`src/searcher_consts.svh`:
```
`ifndef SEARCHER_CONSTS_SVH
`define SEARCHER_CONSTS_SVH

// tree shape
`define TREE_LEVEL 5
`define LOG_CHILD 3
`define CHILD_NUM 8

// feature words per anchor
`define FEATURE_LEN 9

// sram port
`define ADDR_W 16
`define DATA_W 64

// region bases in the sram
`define TREE_BASE 0
`define FEATURE_BASE 1200

// entries per group queue
`define GROUP_FIFO_DEPTH 32

`endif

```
`src/ctrl_pkg.sv`:
```
package ctrl_pkg;

  // top phase sequencing
  typedef enum logic [1:0] {
    S_IDLE,
    S_SEARCH,
    S_FEATURES
  } search_state_e;

  // anchor queue walker
  typedef enum logic [1:0] {
    F_IDLE,
    F_POP,
    F_READ
  } fetch_state_e;

endpackage

```
`src/tree_pkg.sv`:
```
`include "searcher_consts.svh"

package tree_pkg;

  typedef logic [2:0] level_t;
  // one octal digit per level below the root
  typedef logic [`LOG_CHILD*`TREE_LEVEL-1:0] path_t;
  typedef logic [`CHILD_NUM-1:0] mask_t;
  typedef logic [`ADDR_W-1:0] addr_t;
  typedef logic [`DATA_W-1:0] word_t;

  // parent node plus the children still to visit
  typedef struct packed {
    level_t level;
    path_t path;
    mask_t mask;
  } node_group_t;

  // offset of the first node of a level, sum of 8^k below it
  function automatic addr_t level_base(level_t lvl);
    addr_t base;
    addr_t span;
    base = '0;
    span = addr_t'(1);
    for (int l = 0; l < `TREE_LEVEL; l++) begin
      if (l < int'(lvl)) begin
        base = base + span;
      end
      span = span << `LOG_CHILD;
    end
    return base;
  endfunction

  // index of the lowest set child bit, zero for an empty mask
  function automatic logic [`LOG_CHILD-1:0] first_child(mask_t m);
    logic [`LOG_CHILD-1:0] idx;
    idx = '0;
    for (int i = `CHILD_NUM - 1; i >= 0; i--) begin
      if (m[i]) begin
        idx = (`LOG_CHILD)'(i);
      end
    end
    return idx;
  endfunction

endpackage

```
`src/group_fifo_if.sv`:
```
`timescale 1ns/100ps

interface group_fifo_if;

  logic push;
  tree_pkg::node_group_t wdata;
  logic full;

  // rdata follows pop by one cycle
  logic pop;
  tree_pkg::node_group_t rdata;
  logic empty;

  modport writer (output push, output wdata, input full);
  modport reader (output pop, input rdata, input empty);
  modport fifo (input push, input wdata, input pop, output full, output rdata, output empty);

endinterface

```
`src/feature_fetch.sv`:
```
`timescale 1ns/100ps
`include "searcher_consts.svh"

module feature_fetch (
  input logic clk,
  input logic rst_n,
  input logic fetch_go,
  group_fifo_if.reader aq,
  output logic feat_rd,
  output tree_pkg::addr_t feat_addr,
  input tree_pkg::word_t mem_rdata,
  output tree_pkg::word_t feature_out,
  output logic feature_valid,
  output logic fetch_done
);

  localparam int WW = $clog2(`FEATURE_LEN);

  ctrl_pkg::fetch_state_e state;
  logic pop_q;
  tree_pkg::level_t grp_lvl;
  tree_pkg::path_t grp_path;
  tree_pkg::mask_t grp_mask;
  tree_pkg::level_t cur_lvl;
  tree_pkg::path_t cur_path;
  tree_pkg::mask_t cur_mask;
  tree_pkg::mask_t next_mask;
  logic [WW-1:0] word_cnt;
  logic last_word;
  tree_pkg::addr_t anchor_id;
  tree_pkg::addr_t word_addr;
  logic data_v;

  always_comb begin
    if (pop_q) begin
      cur_lvl = aq.rdata.level;
      cur_path = aq.rdata.path;
      cur_mask = aq.rdata.mask;
    end else begin
      cur_lvl = grp_lvl;
      cur_path = grp_path;
      cur_mask = grp_mask;
    end
  end

  assign next_mask = cur_mask & (cur_mask - 1'b1);
  assign last_word = (word_cnt == WW'(`FEATURE_LEN - 1));

  // anchors sit one level below the node that listed them
  assign anchor_id = tree_pkg::level_base(cur_lvl + 1'b1)
                   + tree_pkg::addr_t'(tree_pkg::path_t'({cur_path,
                                                          tree_pkg::first_child(cur_mask)}));
  assign word_addr = tree_pkg::addr_t'(`FEATURE_BASE) + anchor_id * `FEATURE_LEN
                   + tree_pkg::addr_t'(word_cnt);

  assign aq.pop = (state == ctrl_pkg::F_POP) && !aq.empty;

  always_ff @(posedge clk or negedge rst_n) begin
    if (!rst_n) begin
      state <= ctrl_pkg::F_IDLE;
      pop_q <= 1'b0;
      grp_mask <= '0;
      word_cnt <= '0;
      feat_rd <= 1'b0;
      data_v <= 1'b0;
      feature_valid <= 1'b0;
      fetch_done <= 1'b0;
    end else begin
      pop_q <= aq.pop;
      data_v <= feat_rd;
      feature_valid <= data_v;
      fetch_done <= 1'b0;
      feat_rd <= 1'b0;
      case (state)
        ctrl_pkg::F_IDLE: begin
          if (fetch_go) begin
            state <= ctrl_pkg::F_POP;
          end
        end
        ctrl_pkg::F_POP: begin
          if (!aq.empty) begin
            state <= ctrl_pkg::F_READ;
          end else if (!feat_rd && !data_v) begin
            // last word has left, done
            state <= ctrl_pkg::F_IDLE;
            fetch_done <= 1'b1;
          end
        end
        ctrl_pkg::F_READ: begin
          feat_rd <= 1'b1;
          if (last_word) begin
            word_cnt <= '0;
            grp_mask <= next_mask;
            if (next_mask == '0) begin
              state <= ctrl_pkg::F_POP;
            end
          end else begin
            word_cnt <= word_cnt + 1'b1;
            grp_mask <= cur_mask;
          end
        end
        default: state <= ctrl_pkg::F_IDLE;
      endcase
    end
  end

  always_ff @(posedge clk) begin
    grp_lvl <= cur_lvl;
    grp_path <= cur_path;
    if (state == ctrl_pkg::F_READ) begin
      feat_addr <= word_addr;
    end
    if (data_v) begin
      feature_out <= mem_rdata;
    end
  end

endmodule

```
`src/group_fifo.sv`:
```
`timescale 1ns/100ps
`include "searcher_consts.svh"

module group_fifo #(
  parameter int DEPTH = `GROUP_FIFO_DEPTH
) (
  input logic clk,
  input logic rst_n,
  group_fifo_if.fifo q
);

  localparam int PW = (DEPTH > 1) ? $clog2(DEPTH) : 1;

  tree_pkg::node_group_t mem [DEPTH];
  logic [PW-1:0] wr_ptr;
  logic [PW-1:0] rd_ptr;
  logic [PW:0] count;
  logic do_push;
  logic do_pop;

  // pointers wrap at DEPTH so any depth works
  function automatic logic [PW-1:0] next_ptr(logic [PW-1:0] p);
    return (p == PW'(DEPTH - 1)) ? '0 : p + 1'b1;
  endfunction

  assign do_push = q.push && !q.full;
  assign do_pop = q.pop && !q.empty;
  assign q.empty = (count == '0);
  assign q.full = (count == (PW+1)'(DEPTH));

  always_ff @(posedge clk or negedge rst_n) begin
    if (!rst_n) begin
      wr_ptr <= '0;
      rd_ptr <= '0;
      count <= '0;
    end else begin
      if (do_push) begin
        wr_ptr <= next_ptr(wr_ptr);
      end
      if (do_pop) begin
        rd_ptr <= next_ptr(rd_ptr);
      end
      case ({do_push, do_pop})
        2'b10: count <= count + 1'b1;
        2'b01: count <= count - 1'b1;
        default: count <= count;
      endcase
    end
  end

  always_ff @(posedge clk) begin
    if (do_push) begin
      mem[wr_ptr] <= q.wdata;
    end
    if (do_pop) begin
      q.rdata <= mem[rd_ptr];
    end
  end

  // no back-pressure upstream, so the queue must never fill
  a_no_overflow: assert property (@(posedge clk) disable iff (!rst_n) q.push |-> !q.full)
    else $error("group_fifo: push while full");

  a_no_underflow: assert property (@(posedge clk) disable iff (!rst_n) q.pop |-> !q.empty)
    else $error("group_fifo: pop while empty");

endmodule

```
`src/node_decode.sv`:
```
`timescale 1ns/100ps
`include "searcher_consts.svh"

module node_decode (
  input logic clk,
  input logic rst_n,
  input logic node_valid,
  input tree_pkg::level_t node_level,
  input tree_pkg::path_t node_path,
  input tree_pkg::word_t mem_rdata,
  input logic [`TREE_LEVEL-1:0] lod_active,
  group_fifo_if.writer sq,
  group_fifo_if.writer aq
);

  tree_pkg::mask_t child_mask;
  tree_pkg::mask_t anchor_mask;
  tree_pkg::level_t child_lvl;
  logic [`TREE_LEVEL-1:0] lod_sel;
  logic child_keep;
  logic anchor_keep;

  // low byte nodes, next byte anchors
  assign child_mask = mem_rdata[`CHILD_NUM-1:0];
  assign anchor_mask = mem_rdata[2*`CHILD_NUM-1:`CHILD_NUM];
  assign child_lvl = node_level + 1'b1;

  // leaf level nodes are never read, so their groups are dropped here
  assign child_keep = (child_mask != '0) && (child_lvl < `TREE_LEVEL - 1);

  // shift past the top level gives zero, which drops too-deep anchors
  assign lod_sel = lod_active >> child_lvl;
  assign anchor_keep = (anchor_mask != '0) && lod_sel[0];

  always_ff @(posedge clk or negedge rst_n) begin
    if (!rst_n) begin
      sq.push <= 1'b0;
      aq.push <= 1'b0;
    end else begin
      sq.push <= node_valid && child_keep;
      aq.push <= node_valid && anchor_keep;
    end
  end

  // both groups carry the parent, the fetcher adds one level itself
  always_ff @(posedge clk) begin
    if (node_valid) begin
      sq.wdata <= '{level: node_level, path: node_path, mask: child_mask};
      aq.wdata <= '{level: node_level, path: node_path, mask: anchor_mask};
    end
  end

endmodule

```
`src/search_ctrl.sv`:
```
`timescale 1ns/100ps
`include "searcher_consts.svh"

module search_ctrl (
  input logic clk,
  input logic rst_n,
  input logic search_start,
  group_fifo_if.reader sq,
  output logic mem_cen,
  output tree_pkg::addr_t mem_addr,
  output logic node_valid,
  output tree_pkg::level_t node_level,
  output tree_pkg::path_t node_path,
  output logic fetch_go,
  input logic fetch_done,
  input logic feat_rd,
  input tree_pkg::addr_t feat_addr,
  output logic search_done
);

  ctrl_pkg::search_state_e state;

  // group under expansion
  logic pop_q;
  tree_pkg::level_t grp_lvl;
  tree_pkg::path_t grp_path;
  tree_pkg::mask_t grp_mask;
  tree_pkg::level_t cur_lvl;
  tree_pkg::path_t cur_path;
  tree_pkg::mask_t cur_mask;
  tree_pkg::mask_t next_mask;
  logic last_child;

  tree_pkg::level_t child_lvl;
  tree_pkg::path_t child_path;
  tree_pkg::addr_t child_addr;
  logic issue_root;
  logic issue_child;

  // stage one holds the request on the sram port
  logic req_v;
  tree_pkg::addr_t req_addr;
  tree_pkg::level_t req_lvl;
  tree_pkg::path_t req_path;

  logic idle_now;
  logic settle_q;

  // a freshly popped group is used straight from the queue
  always_comb begin
    if (pop_q) begin
      cur_lvl = sq.rdata.level;
      cur_path = sq.rdata.path;
      cur_mask = sq.rdata.mask;
    end else begin
      cur_lvl = grp_lvl;
      cur_path = grp_path;
      cur_mask = grp_mask;
    end
  end

  assign next_mask = cur_mask & (cur_mask - 1'b1);
  assign last_child = (next_mask == '0);
  assign child_lvl = cur_lvl + 1'b1;
  assign child_path = tree_pkg::path_t'({cur_path, tree_pkg::first_child(cur_mask)});
  assign child_addr = tree_pkg::addr_t'(`TREE_BASE) + tree_pkg::level_base(child_lvl)
                    + tree_pkg::addr_t'(child_path);

  assign issue_root = (state == ctrl_pkg::S_IDLE) && search_start;
  assign issue_child = (state == ctrl_pkg::S_SEARCH) && (cur_mask != '0);

  // fetch the next group while the last child of this one goes out
  assign sq.pop = (state == ctrl_pkg::S_SEARCH) && !sq.empty && last_child;

  // decode pushes one cycle after node_valid and settle_q covers that gap
  assign idle_now = sq.empty && !pop_q && (cur_mask == '0) && !req_v && !node_valid;

  always_comb begin
    if (state == ctrl_pkg::S_FEATURES) begin
      mem_cen = !feat_rd;
      mem_addr = feat_addr;
    end else begin
      mem_cen = !req_v;
      mem_addr = req_addr;
    end
  end

  always_ff @(posedge clk or negedge rst_n) begin
    if (!rst_n) begin
      state <= ctrl_pkg::S_IDLE;
      pop_q <= 1'b0;
      grp_mask <= '0;
      req_v <= 1'b0;
      node_valid <= 1'b0;
      settle_q <= 1'b0;
      fetch_go <= 1'b0;
      search_done <= 1'b0;
    end else begin
      pop_q <= sq.pop;
      req_v <= issue_root || issue_child;
      node_valid <= req_v;
      settle_q <= (state == ctrl_pkg::S_SEARCH) && idle_now;
      fetch_go <= 1'b0;
      search_done <= 1'b0;
      case (state)
        ctrl_pkg::S_IDLE: begin
          if (search_start) begin
            state <= ctrl_pkg::S_SEARCH;
          end
        end
        ctrl_pkg::S_SEARCH: begin
          grp_mask <= next_mask;
          if (idle_now && settle_q) begin
            state <= ctrl_pkg::S_FEATURES;
            fetch_go <= 1'b1;
          end
        end
        ctrl_pkg::S_FEATURES: begin
          if (fetch_done) begin
            state <= ctrl_pkg::S_IDLE;
            search_done <= 1'b1;
          end
        end
        default: state <= ctrl_pkg::S_IDLE;
      endcase
    end
  end

  always_ff @(posedge clk) begin
    grp_lvl <= cur_lvl;
    grp_path <= cur_path;
    if (issue_root) begin
      req_addr <= tree_pkg::addr_t'(`TREE_BASE) + tree_pkg::level_base('0);
      req_lvl <= '0;
      req_path <= '0;
    end else if (issue_child) begin
      req_addr <= child_addr;
      req_lvl <= child_lvl;
      req_path <= child_path;
    end
    // stage two matches the word now on mem_rdata
    node_level <= req_lvl;
    node_path <= req_path;
  end

  // node words only come back while the tree is walked
  a_node_in_search: assert property (@(posedge clk) disable iff (!rst_n)
    node_valid |-> state == ctrl_pkg::S_SEARCH)
    else $error("search_ctrl: node_valid outside search phase");

  // every queued group names at least one child to read
  a_sq_group: assert property (@(posedge clk) disable iff (!rst_n)
    pop_q |-> sq.rdata.mask != '0)
    else $error("search_ctrl: popped group has no children");

endmodule

```
`src/searcher_top.sv`:
```
`timescale 1ns/100ps
`include "searcher_consts.svh"

module searcher_top (
  input logic clk,
  input logic rst_n,
  input logic search_start,
  input logic [`TREE_LEVEL-1:0] lod_active,
  output logic mem_cen,
  output tree_pkg::addr_t mem_addr,
  input tree_pkg::word_t mem_rdata,
  output tree_pkg::word_t feature_out,
  output logic feature_valid,
  output logic search_done
);

  logic node_valid;
  tree_pkg::level_t node_level;
  tree_pkg::path_t node_path;
  logic fetch_go;
  logic fetch_done;
  logic feat_rd;
  tree_pkg::addr_t feat_addr;

  // nodes still to expand, and anchors waiting for features
  group_fifo_if search_q ();
  group_fifo_if anchor_q ();

  group_fifo #(
    .DEPTH(`GROUP_FIFO_DEPTH)
  ) u_search_fifo (
    .clk  (clk),
    .rst_n(rst_n),
    .q    (search_q)
  );

  group_fifo #(
    .DEPTH(`GROUP_FIFO_DEPTH)
  ) u_anchor_fifo (
    .clk  (clk),
    .rst_n(rst_n),
    .q    (anchor_q)
  );

  search_ctrl u_search_ctrl (
    .clk         (clk),
    .rst_n       (rst_n),
    .search_start(search_start),
    .sq          (search_q),
    .mem_cen     (mem_cen),
    .mem_addr    (mem_addr),
    .node_valid  (node_valid),
    .node_level  (node_level),
    .node_path   (node_path),
    .fetch_go    (fetch_go),
    .fetch_done  (fetch_done),
    .feat_rd     (feat_rd),
    .feat_addr   (feat_addr),
    .search_done (search_done)
  );

  node_decode u_node_decode (
    .clk       (clk),
    .rst_n     (rst_n),
    .node_valid(node_valid),
    .node_level(node_level),
    .node_path (node_path),
    .mem_rdata (mem_rdata),
    .lod_active(lod_active),
    .sq        (search_q),
    .aq        (anchor_q)
  );

  feature_fetch u_feature_fetch (
    .clk          (clk),
    .rst_n        (rst_n),
    .fetch_go     (fetch_go),
    .aq           (anchor_q),
    .feat_rd      (feat_rd),
    .feat_addr    (feat_addr),
    .mem_rdata    (mem_rdata),
    .feature_out  (feature_out),
    .feature_valid(feature_valid),
    .fetch_done   (fetch_done)
  );

endmodule

```
`config.mk`:
```
export PLATFORM = sky130hd
export DESIGN_NAME = searcher_top
export DESIGN_NICKNAME = d
export VERILOG_FILES = /design/src/ctrl_pkg.sv /design/src/tree_pkg.sv /design/src/group_fifo_if.sv /design/src/feature_fetch.sv /design/src/group_fifo.sv /design/src/node_decode.sv /design/src/search_ctrl.sv /design/src/searcher_top.sv
export VERILOG_INCLUDE_DIRS = /design/src /design/src/src
export SDC_FILE = /design/constraint.sdc
export NUM_CORES = 2
export LEC_CHECK = 0
export BUFFER_PORTS_ARGS = -buffer_cell sky130_fd_sc_hd__buf_4
export CORE_AREA = 8 8 506 260
export CTS_CLUSTER_SIZE = 12
export DETAILED_ROUTE_END_ITERATION = 16
export DIE_AREA = 0 0 514 268
export PLACE_DENSITY = 0.75
export SYNTH_ARGS = -nofsm -noshare
export SYNTH_HDL_FRONTEND = slang
export SYNTH_SLANG_ARGS = --single-unit
```
`constraint.sdc`:
```
create_clock -name clk -period 5.7 [get_ports clk]
set_input_delay 0.285 -clock clk [delete_from_list [all_inputs] [get_ports clk]]
set_output_delay 0.285 -clock clk [all_outputs]
set_load 0.005 [all_outputs]
```
; ---- After elaboration in Yosys (flattened, before gate mapping)
; Memory sizes are Yosys's and may differ from the RTL's. A register that Yosys moved wholly into a read port is not among the register bits.
; Cells that the tools add are included.
; Widths: inputs -> output; s select.
[word_totals]
regBits = 265
ramBits = 1664
input_bits = 72
output_inout_bits = 83
elab_cells = 212
mem_count = 2
[memory_table]
columns = name, words, word_bits, read_ports, rd_ports_with_merged_regs, write_ports, line
row1 = u_anchor_fifo.mem, 32, 26, 1, 1, 1, group_fifo.sv:14  ; tree_pkg::node_group_t mem [DEPTH];
row2 = u_search_fifo.mem, 32, 26, 1, 1, 1, group_fifo.sv:14
[op_classes]
add_sub_neg = 26
n_mul = 1
order_cmp = 11
n_eq_ne = 22
shift = 1
n_mux = 64
bitwise = 2
reduce_logical = 44
[ops]
columns = operator, n
row1 = $mux 16, 9
row2 = $mux 3, 18
row3 = $add 16x10->16 const B, 2
row4 = $add 16x13->16 const B, 2
row5 = $add 16x15->16, 2
row6 = $add 16x7->16 const B, 2
row7 = $logic_not 8->1, 3
row8 = $mux 12, 2
row9 = $mux 8, 3
row10 = $pmux 6 s2, 2
row11 = $reduce_bool 8->1, 3
row12 = $add 5x1->5 const B, 4
row13 = $eq 5x5->1 const B, 4
row14 = $logic_and 1x1->1, 20
row15 = $mux 5, 4
row16 = $add 11x16->16 const A, 1
row17 = $add 16x4->16, 1
row18 = $and 8x8->8, 2
row19 = $mul 16x4->16 const B, 1
row20 = $mux 2, 8
row21 = $sub 8x1->8 const B, 2
row22 = $mux 1, 15
row23 = $add 6x1->6 const B, 2
row24 = $eq 6x6->1 const B, 2
row25 = other kinds (24), 57

; ---- Logic depth before layout (Yosys ltp)
[depth]
word_depth = 16
depth_mapped = 28
mapped_depth_nobuf = 25

; ---- By module
; Synthesis repeated with hierarchy kept, for this count alone.
[hier_totals]
hier_cells = 3958
hier_area_um2 = 77510.6
[by_module_without_submodules]
columns = mod, instances, cells_each, area_each_um2, seq_area_each_um2
row1 = group_fifo, 2, 1541, 33497.1, 26165.1
row2 = feature_fetch, 1, 430, 5529.1, 3178.0
row3 = search_ctrl, 1, 377, 3669.8, 1716.6
row4 = node_decode, 1, 69, 1317.5, 1071.0

; ---- Least setup slack after synthesis
; No wires, ideal clock.
[synth_path]
path_type = register -> register
start = reg u_feature_fetch.pop_q
end = reg u_feature_fetch.feat_addr[15], data pin
setup_time_ns = 0.258
t_arrival_ns = 5.668
required_time_ns = 5.442
setup_slack_ns = -0.226
path_stages_with_launch = 28
n_path_buf = 4
period_less_slack_ns = 5.926
cell_sequence = dfrtp_1 buf_2 buf_1 buf_2 buf_1 mux2_2 ha_1 xor2_1 nand2_1 ha_1 ha_1 and2_1 nor2b_1 nor2_1 a21oi_1 xor2_1 fa_1 inv_1 fa_1 inv_1 ha_1 o21a_1 o211ai_1 a41oi_1 o21ai_0 a21oi_1 xnor2_1 xnor2_1
[synth_between]
elab_chain_len = 16
word_cells_on_any_way = 30
cone_classes = add/sub (8) / mul (1) / order compare (5) / mux (16)
[synth_lines]
columns = item, line
row1 = "start, declared", feature_fetch.sv:20  ; logic pop_q;
row2 = "start signal, assigned", feature_fetch.sv:69  ; pop_q <= aq.pop;
row3 = $mux 3 (*), feature_fetch.sv:35  ; if (pop_q) begin
row4 = net u_feature_fetch.cur_lvl[1], feature_fetch.sv:24  ; tree_pkg::level_t cur_lvl;
row5 = $add 3x1->3 (*), feature_fetch.sv:50  ; assign anchor_id = tree_pkg::level_base(cur_lvl + 1'b1)
row6 = $lt 1x3->1, tree_pkg.sv:26  ; if (l < int'(lvl)) begin
row7 = $mux 1, tree_pkg.sv:26
row8 = $add 1x4->5, tree_pkg.sv:27  ; base = base + span;
row9 = $mux 16, tree_pkg.sv:26
row10 = $add 16x7->16, tree_pkg.sv:27
row11 = [... 2 more ...], -
row12 = $mux 16, tree_pkg.sv:26
row13 = $add 16x13->16, tree_pkg.sv:27
row14 = $mux 16 (*), tree_pkg.sv:26
row15 = $add 16x15->16 (*), feature_fetch.sv:51  ; + tree_pkg::addr_t'(tree_pkg::path_t'({cur_path,
row16 = $mul 16x4->16 (no source line) (*), -
row17 = $add 11x16->16 (no source line) (*), -
row18 = $add 16x4->16 (*), feature_fetch.sv:53  ; assign word_addr = tree_pkg::addr_t'(`FEATURE_BASE) + anchor_id * `FEATURE_LEN
row19 = net u_feature_fetch.word_addr[15], feature_fetch.sv:31  ; tree_pkg::addr_t word_addr;
row20 = "end signal, assigned", feature_fetch.sv:111  ; feat_addr <= word_addr;
row21 = "end, declared", feature_fetch.sv:10  ; output tree_pkg::addr_t feat_addr,
; The timed path passes the listed nets; every way through them passes the cells marked *.
; A chain may end at the register's enable or synchronous reset.

; ---- Final worst setup path
; Ends and elaborated chain as after synthesis.

==> results.md <==
* DRT antenna net count at 0
* WP buf/inv at 1
* Final nets at 3752
* Final Hold Fails at 0
* DR WL/cell at 30.9 µm
* GRT overflow at 0
* Flops & latches, synth at 1773
* Gr busiest metal: met1
* Number of global-route vias before repair at 33.4k
* Top cell type's share of synthesized area at 0.710
* Num CTS Buffers at 167
* R2R cell count at 20
* Area Overhead vs Synth at 13.6%
* Final Skew at 0.0229 ns
* Share of cells above drive strength 1 at 0.298
* Post-Syn Nets at 3393
* Leakage power at 25.4 nW
* Placed Cells at 5057
* Largest delay share family, worst path: compound AO/OA/AOI/OAI gates
* Initial core utilization at 0.553
* Endpoints failing setup at 0
* Worst path cell trace: mux2i_2, inv_1, ha_1, xor2_2, nand2_1, ha_1, a21boi_0, nand2_1, o21ai_0, nand2_1, xnor2_1, ha_1, fa_1, ha_1, o211ai_1, a41oi_1, o21ai_1, a21oi_1, xnor2_1, xnor2_1
* Crit path to: u_feature_fetch.feat_addr[15]
* Startpoint Class: register
* H-Tree Depth at 4
* CP startpoint: u_feature_fetch.pop_q
* Main synth FF type: edfxtp_1
* GP Congestion at 0.830
* GRT met3 Usage at 0.106
* Max Slew Vio Count at 0
* DR vias/cell at 6.40
* Mapped Area at 68900 µm²
* Worst relative slew slack at 0.197
* Bufs on Longest Clock Path at 3
* Setup WS post-layout at 0.374 ns
* Largest cells by area after synthesis: edfxtp_1 71%, mux4_2 15%, dfrtp_1 2.5%, dfxtp_1 2.2%, mux2_2 1.4%
* Status: finished clean
* Worst path depth at 20
* Num ports at 155
* DRT iter0 DRCs at 4713
* Area post-placement at 72900 µm²
* Vias post-DR at 34.4k
* Cells after Synth at 3243
* Root buffer cell: clkbuf_16
* Die extent in y at 268 µm
* Most frequent cells after synthesis: 1629 x edfxtp_1, 461 x mux4_2, 115 x nor2_1, 112 x nand2_1, 105 x clkbuf_1
* Total Routing Usage GR at 0.241
* Post-route insts no fill at 5369
* Worst Tran Pin Value at 1.20 ns
* Dpl hpwl at 97.0 mm
* Pwr per Cell Area at 480 nW/µm²
* Post-synth EDFFs at 1629
* Initial antenna violation count at 8
* CTS tree: built
* Most common cell in the netlist: edfxtp_1
* Slowest stage delay, CP at 0.46 ns
* Setup TNS at 0 ns
* Max_cap viols at 0
* Minimum clock period at 5.33 ns
* Hold depth at 4
* Critical path data required time at 6.23 ns
* Hold Crit Class: input pin to register
* DR DRC count at 0
* TritonRoute pass-1 iters at 6
* Drt total wl at 166 mm
* Worst setup path class: register to register
* Max FO, Critical Path at 5
* CP Capture Type: register
* Asr flop ratio synth at 0.0384
* Met2 GRT Util at 0.312
* Global-route wire length before repair at 239 mm
* Fin area at 78300 µm²
* Worst-path clk slew at 0.06 ns
* Fmax at 188 MHz
* Largest net degree at the start of global routing at 70
* RSZ-0062 raised after global routing: no
* Worst-skew pair later-pin latency at 0.79 ns
* Final worst-path cycle share at 0.934
* CTS sink cnt at 1773
* Synthesized area per cell at 21.2 µm²
* Reg2reg start: u_feature_fetch.pop_q
* Register-to-register setup slack at 0.37 ns
* Slowest cell on the critical path: o21ai_0
* Yosys Warn Count at 0
* CP arrival at 5.85 ns
* # port buffers at 154
* Core area at 125000 µm²
* Pre-CTS WS at 0.0871 ns
* DIE WIDTH at 514 µm
* Crit-path most repeated cell: ha_1
* Peak VDD IR at 0.286 mV
* FF-to-FF End: u_feature_fetch.feat_addr[15]
* Die area at 138000 µm²
* Row Count at 92
* Sequential cell area fraction in the yosys report at 0.757
* Post-synth top area cell: edfxtp_1
* Netlist cell types at 60
* Met1 GRT Util at 0.377
how the worst min path moves through the flow:
stage / start / end / slack, ns
CTS: lod_active[4] / u_node_decode.aq.push / 0.02
floorplan: rst_n / u_anchor_fifo.count[0] / -0.01
finish: lod_active[4] / u_node_decode.aq.push / 0.06
global route: lod_active[4] / u_node_decode.aq.push / 0.05
detailed placement: u_search_ctrl.req_path[6] / u_search_ctrl.node_path[6] / 0.34
global placement: u_search_ctrl.req_path[2] / u_search_ctrl.node_path[2] / 0.34
area by class of cell:
cell class | count | area, µm²
Sequential cell | 1773 | 52200
Fill cell | 8272 | 46300
Multi-Input combinational cell | 1260 | 16200
Clock buffer | 228 | 4580
Timing Repair Buffer | 340 | 2830
Tap cell | 1692 | 2120
Inverter | 60 | 225
Clock inverter | 13 | 140
Antenna cell | 3 | 7.51
report_power, final:
| group | leakage [nW] | internal [mW] | switching (mW) |
|---|---|---|---|
| sequential | 16.3 | 17.1 | 1.18 |
| combinational | 6.85 | 3.58 | 5.57 |
| clock | 2.29 | 5.58 | 4.58 |
state kept, by name (all words and copies together) (netlist names), 6 cells and up:
| signal | flops |
|---|---|
| u_search_fifo.count | 6 |
| u_anchor_fifo.count | 6 |
| u_search_ctrl.req_path | 12 |
| u_anchor_fifo.q.rdata | 23 |
| u_search_fifo.mem | 736 |
| u_feature_fetch.grp_mask | 8 |
| u_node_decode.aq.wdata | 23 |
| u_search_ctrl.req_addr | 16 |
| u_feature_fetch.grp_path | 12 |
| u_search_fifo.q.rdata | 23 |
| u_search_ctrl.grp_mask | 7 |
| u_search_ctrl.grp_path | 12 |
| u_anchor_fifo.mem | 736 |
| u_search_ctrl.node_path | 12 |
| u_node_decode.sq.wdata | 8 |
| u_feature_fetch.feat_addr | 16 |
| u_feature_fetch.feature_out | 64 |
layer usage:
layer  part of all wire  vias to the layer above
li1                   -                    14000
met1               0.43                    17900
met2               0.40                     2283
met3               0.16                      179
met4              0.014                        6
met5            0.00087                        -
worst min-delay path: cells and delay by family:
kind | cells | cell delay (ns)
AOI/OAI and AO/OA | 1 | 0.28
and+or+nand+nor | 2 | 0.09
buffers and inverters | 1 | 0.11
repair_timing:
item                                   4_1_cts  5_1_grt
setup endpoints to repair                    0        4
buffers inserted                             0        2
endpoints found under the hold margin      160        0
hold buffers                                66        0
gates resized for setup                      0        9
through the flow:
step                      total power, mW   util  hold WS, ns
after floorplan                      23.8      -      -0.0106
after global placement               27.2  0.585        0.337
after detailed placement             27.4  0.585        0.336
after CTS                            37.6  0.628       0.0209
after global routing                 39.1  0.628       0.0453
final                                37.5  0.629       0.0635
placed cells by master (no fill, tap or decap), drive strengths merged, types with 9 or more instances in the layout:
cell,count
xnor2,37
mux2i,27
fa,9
nand2,112
ha,69
buf,274
xor2,16
clkbuf,228
o31ai,12
nor3,24
dfrtp,68
o21ai,68
dfxtp,76
a21o,9
dlygate4sd3,66
edfxtp,1629
nand2b,9
a21oi,45
nand3,41
nand3b,9
nor2b,11
mux2,84
inv,66
nor2,115
mux4,461
cell families (layout without fill, tap and decap cells):
group                    count (synthesis)  in the layout  share of synthesized area
AO/OA/AOI/OAI                          184            184                     0.0163
XOR/XNOR                                53             53                    0.00674
adder cells (fa/ha/maj)                 79             79                     0.0153
buffers and inverters                  210            641                     0.0116
flip-flops                            1773           1773                      0.757
multiplexers                           572            572                      0.168
other                                    0              3                          0
AND/OR/NAND/NOR                        372            372                     0.0251
No activity file was read; power rests on OpenSTA's default activity.
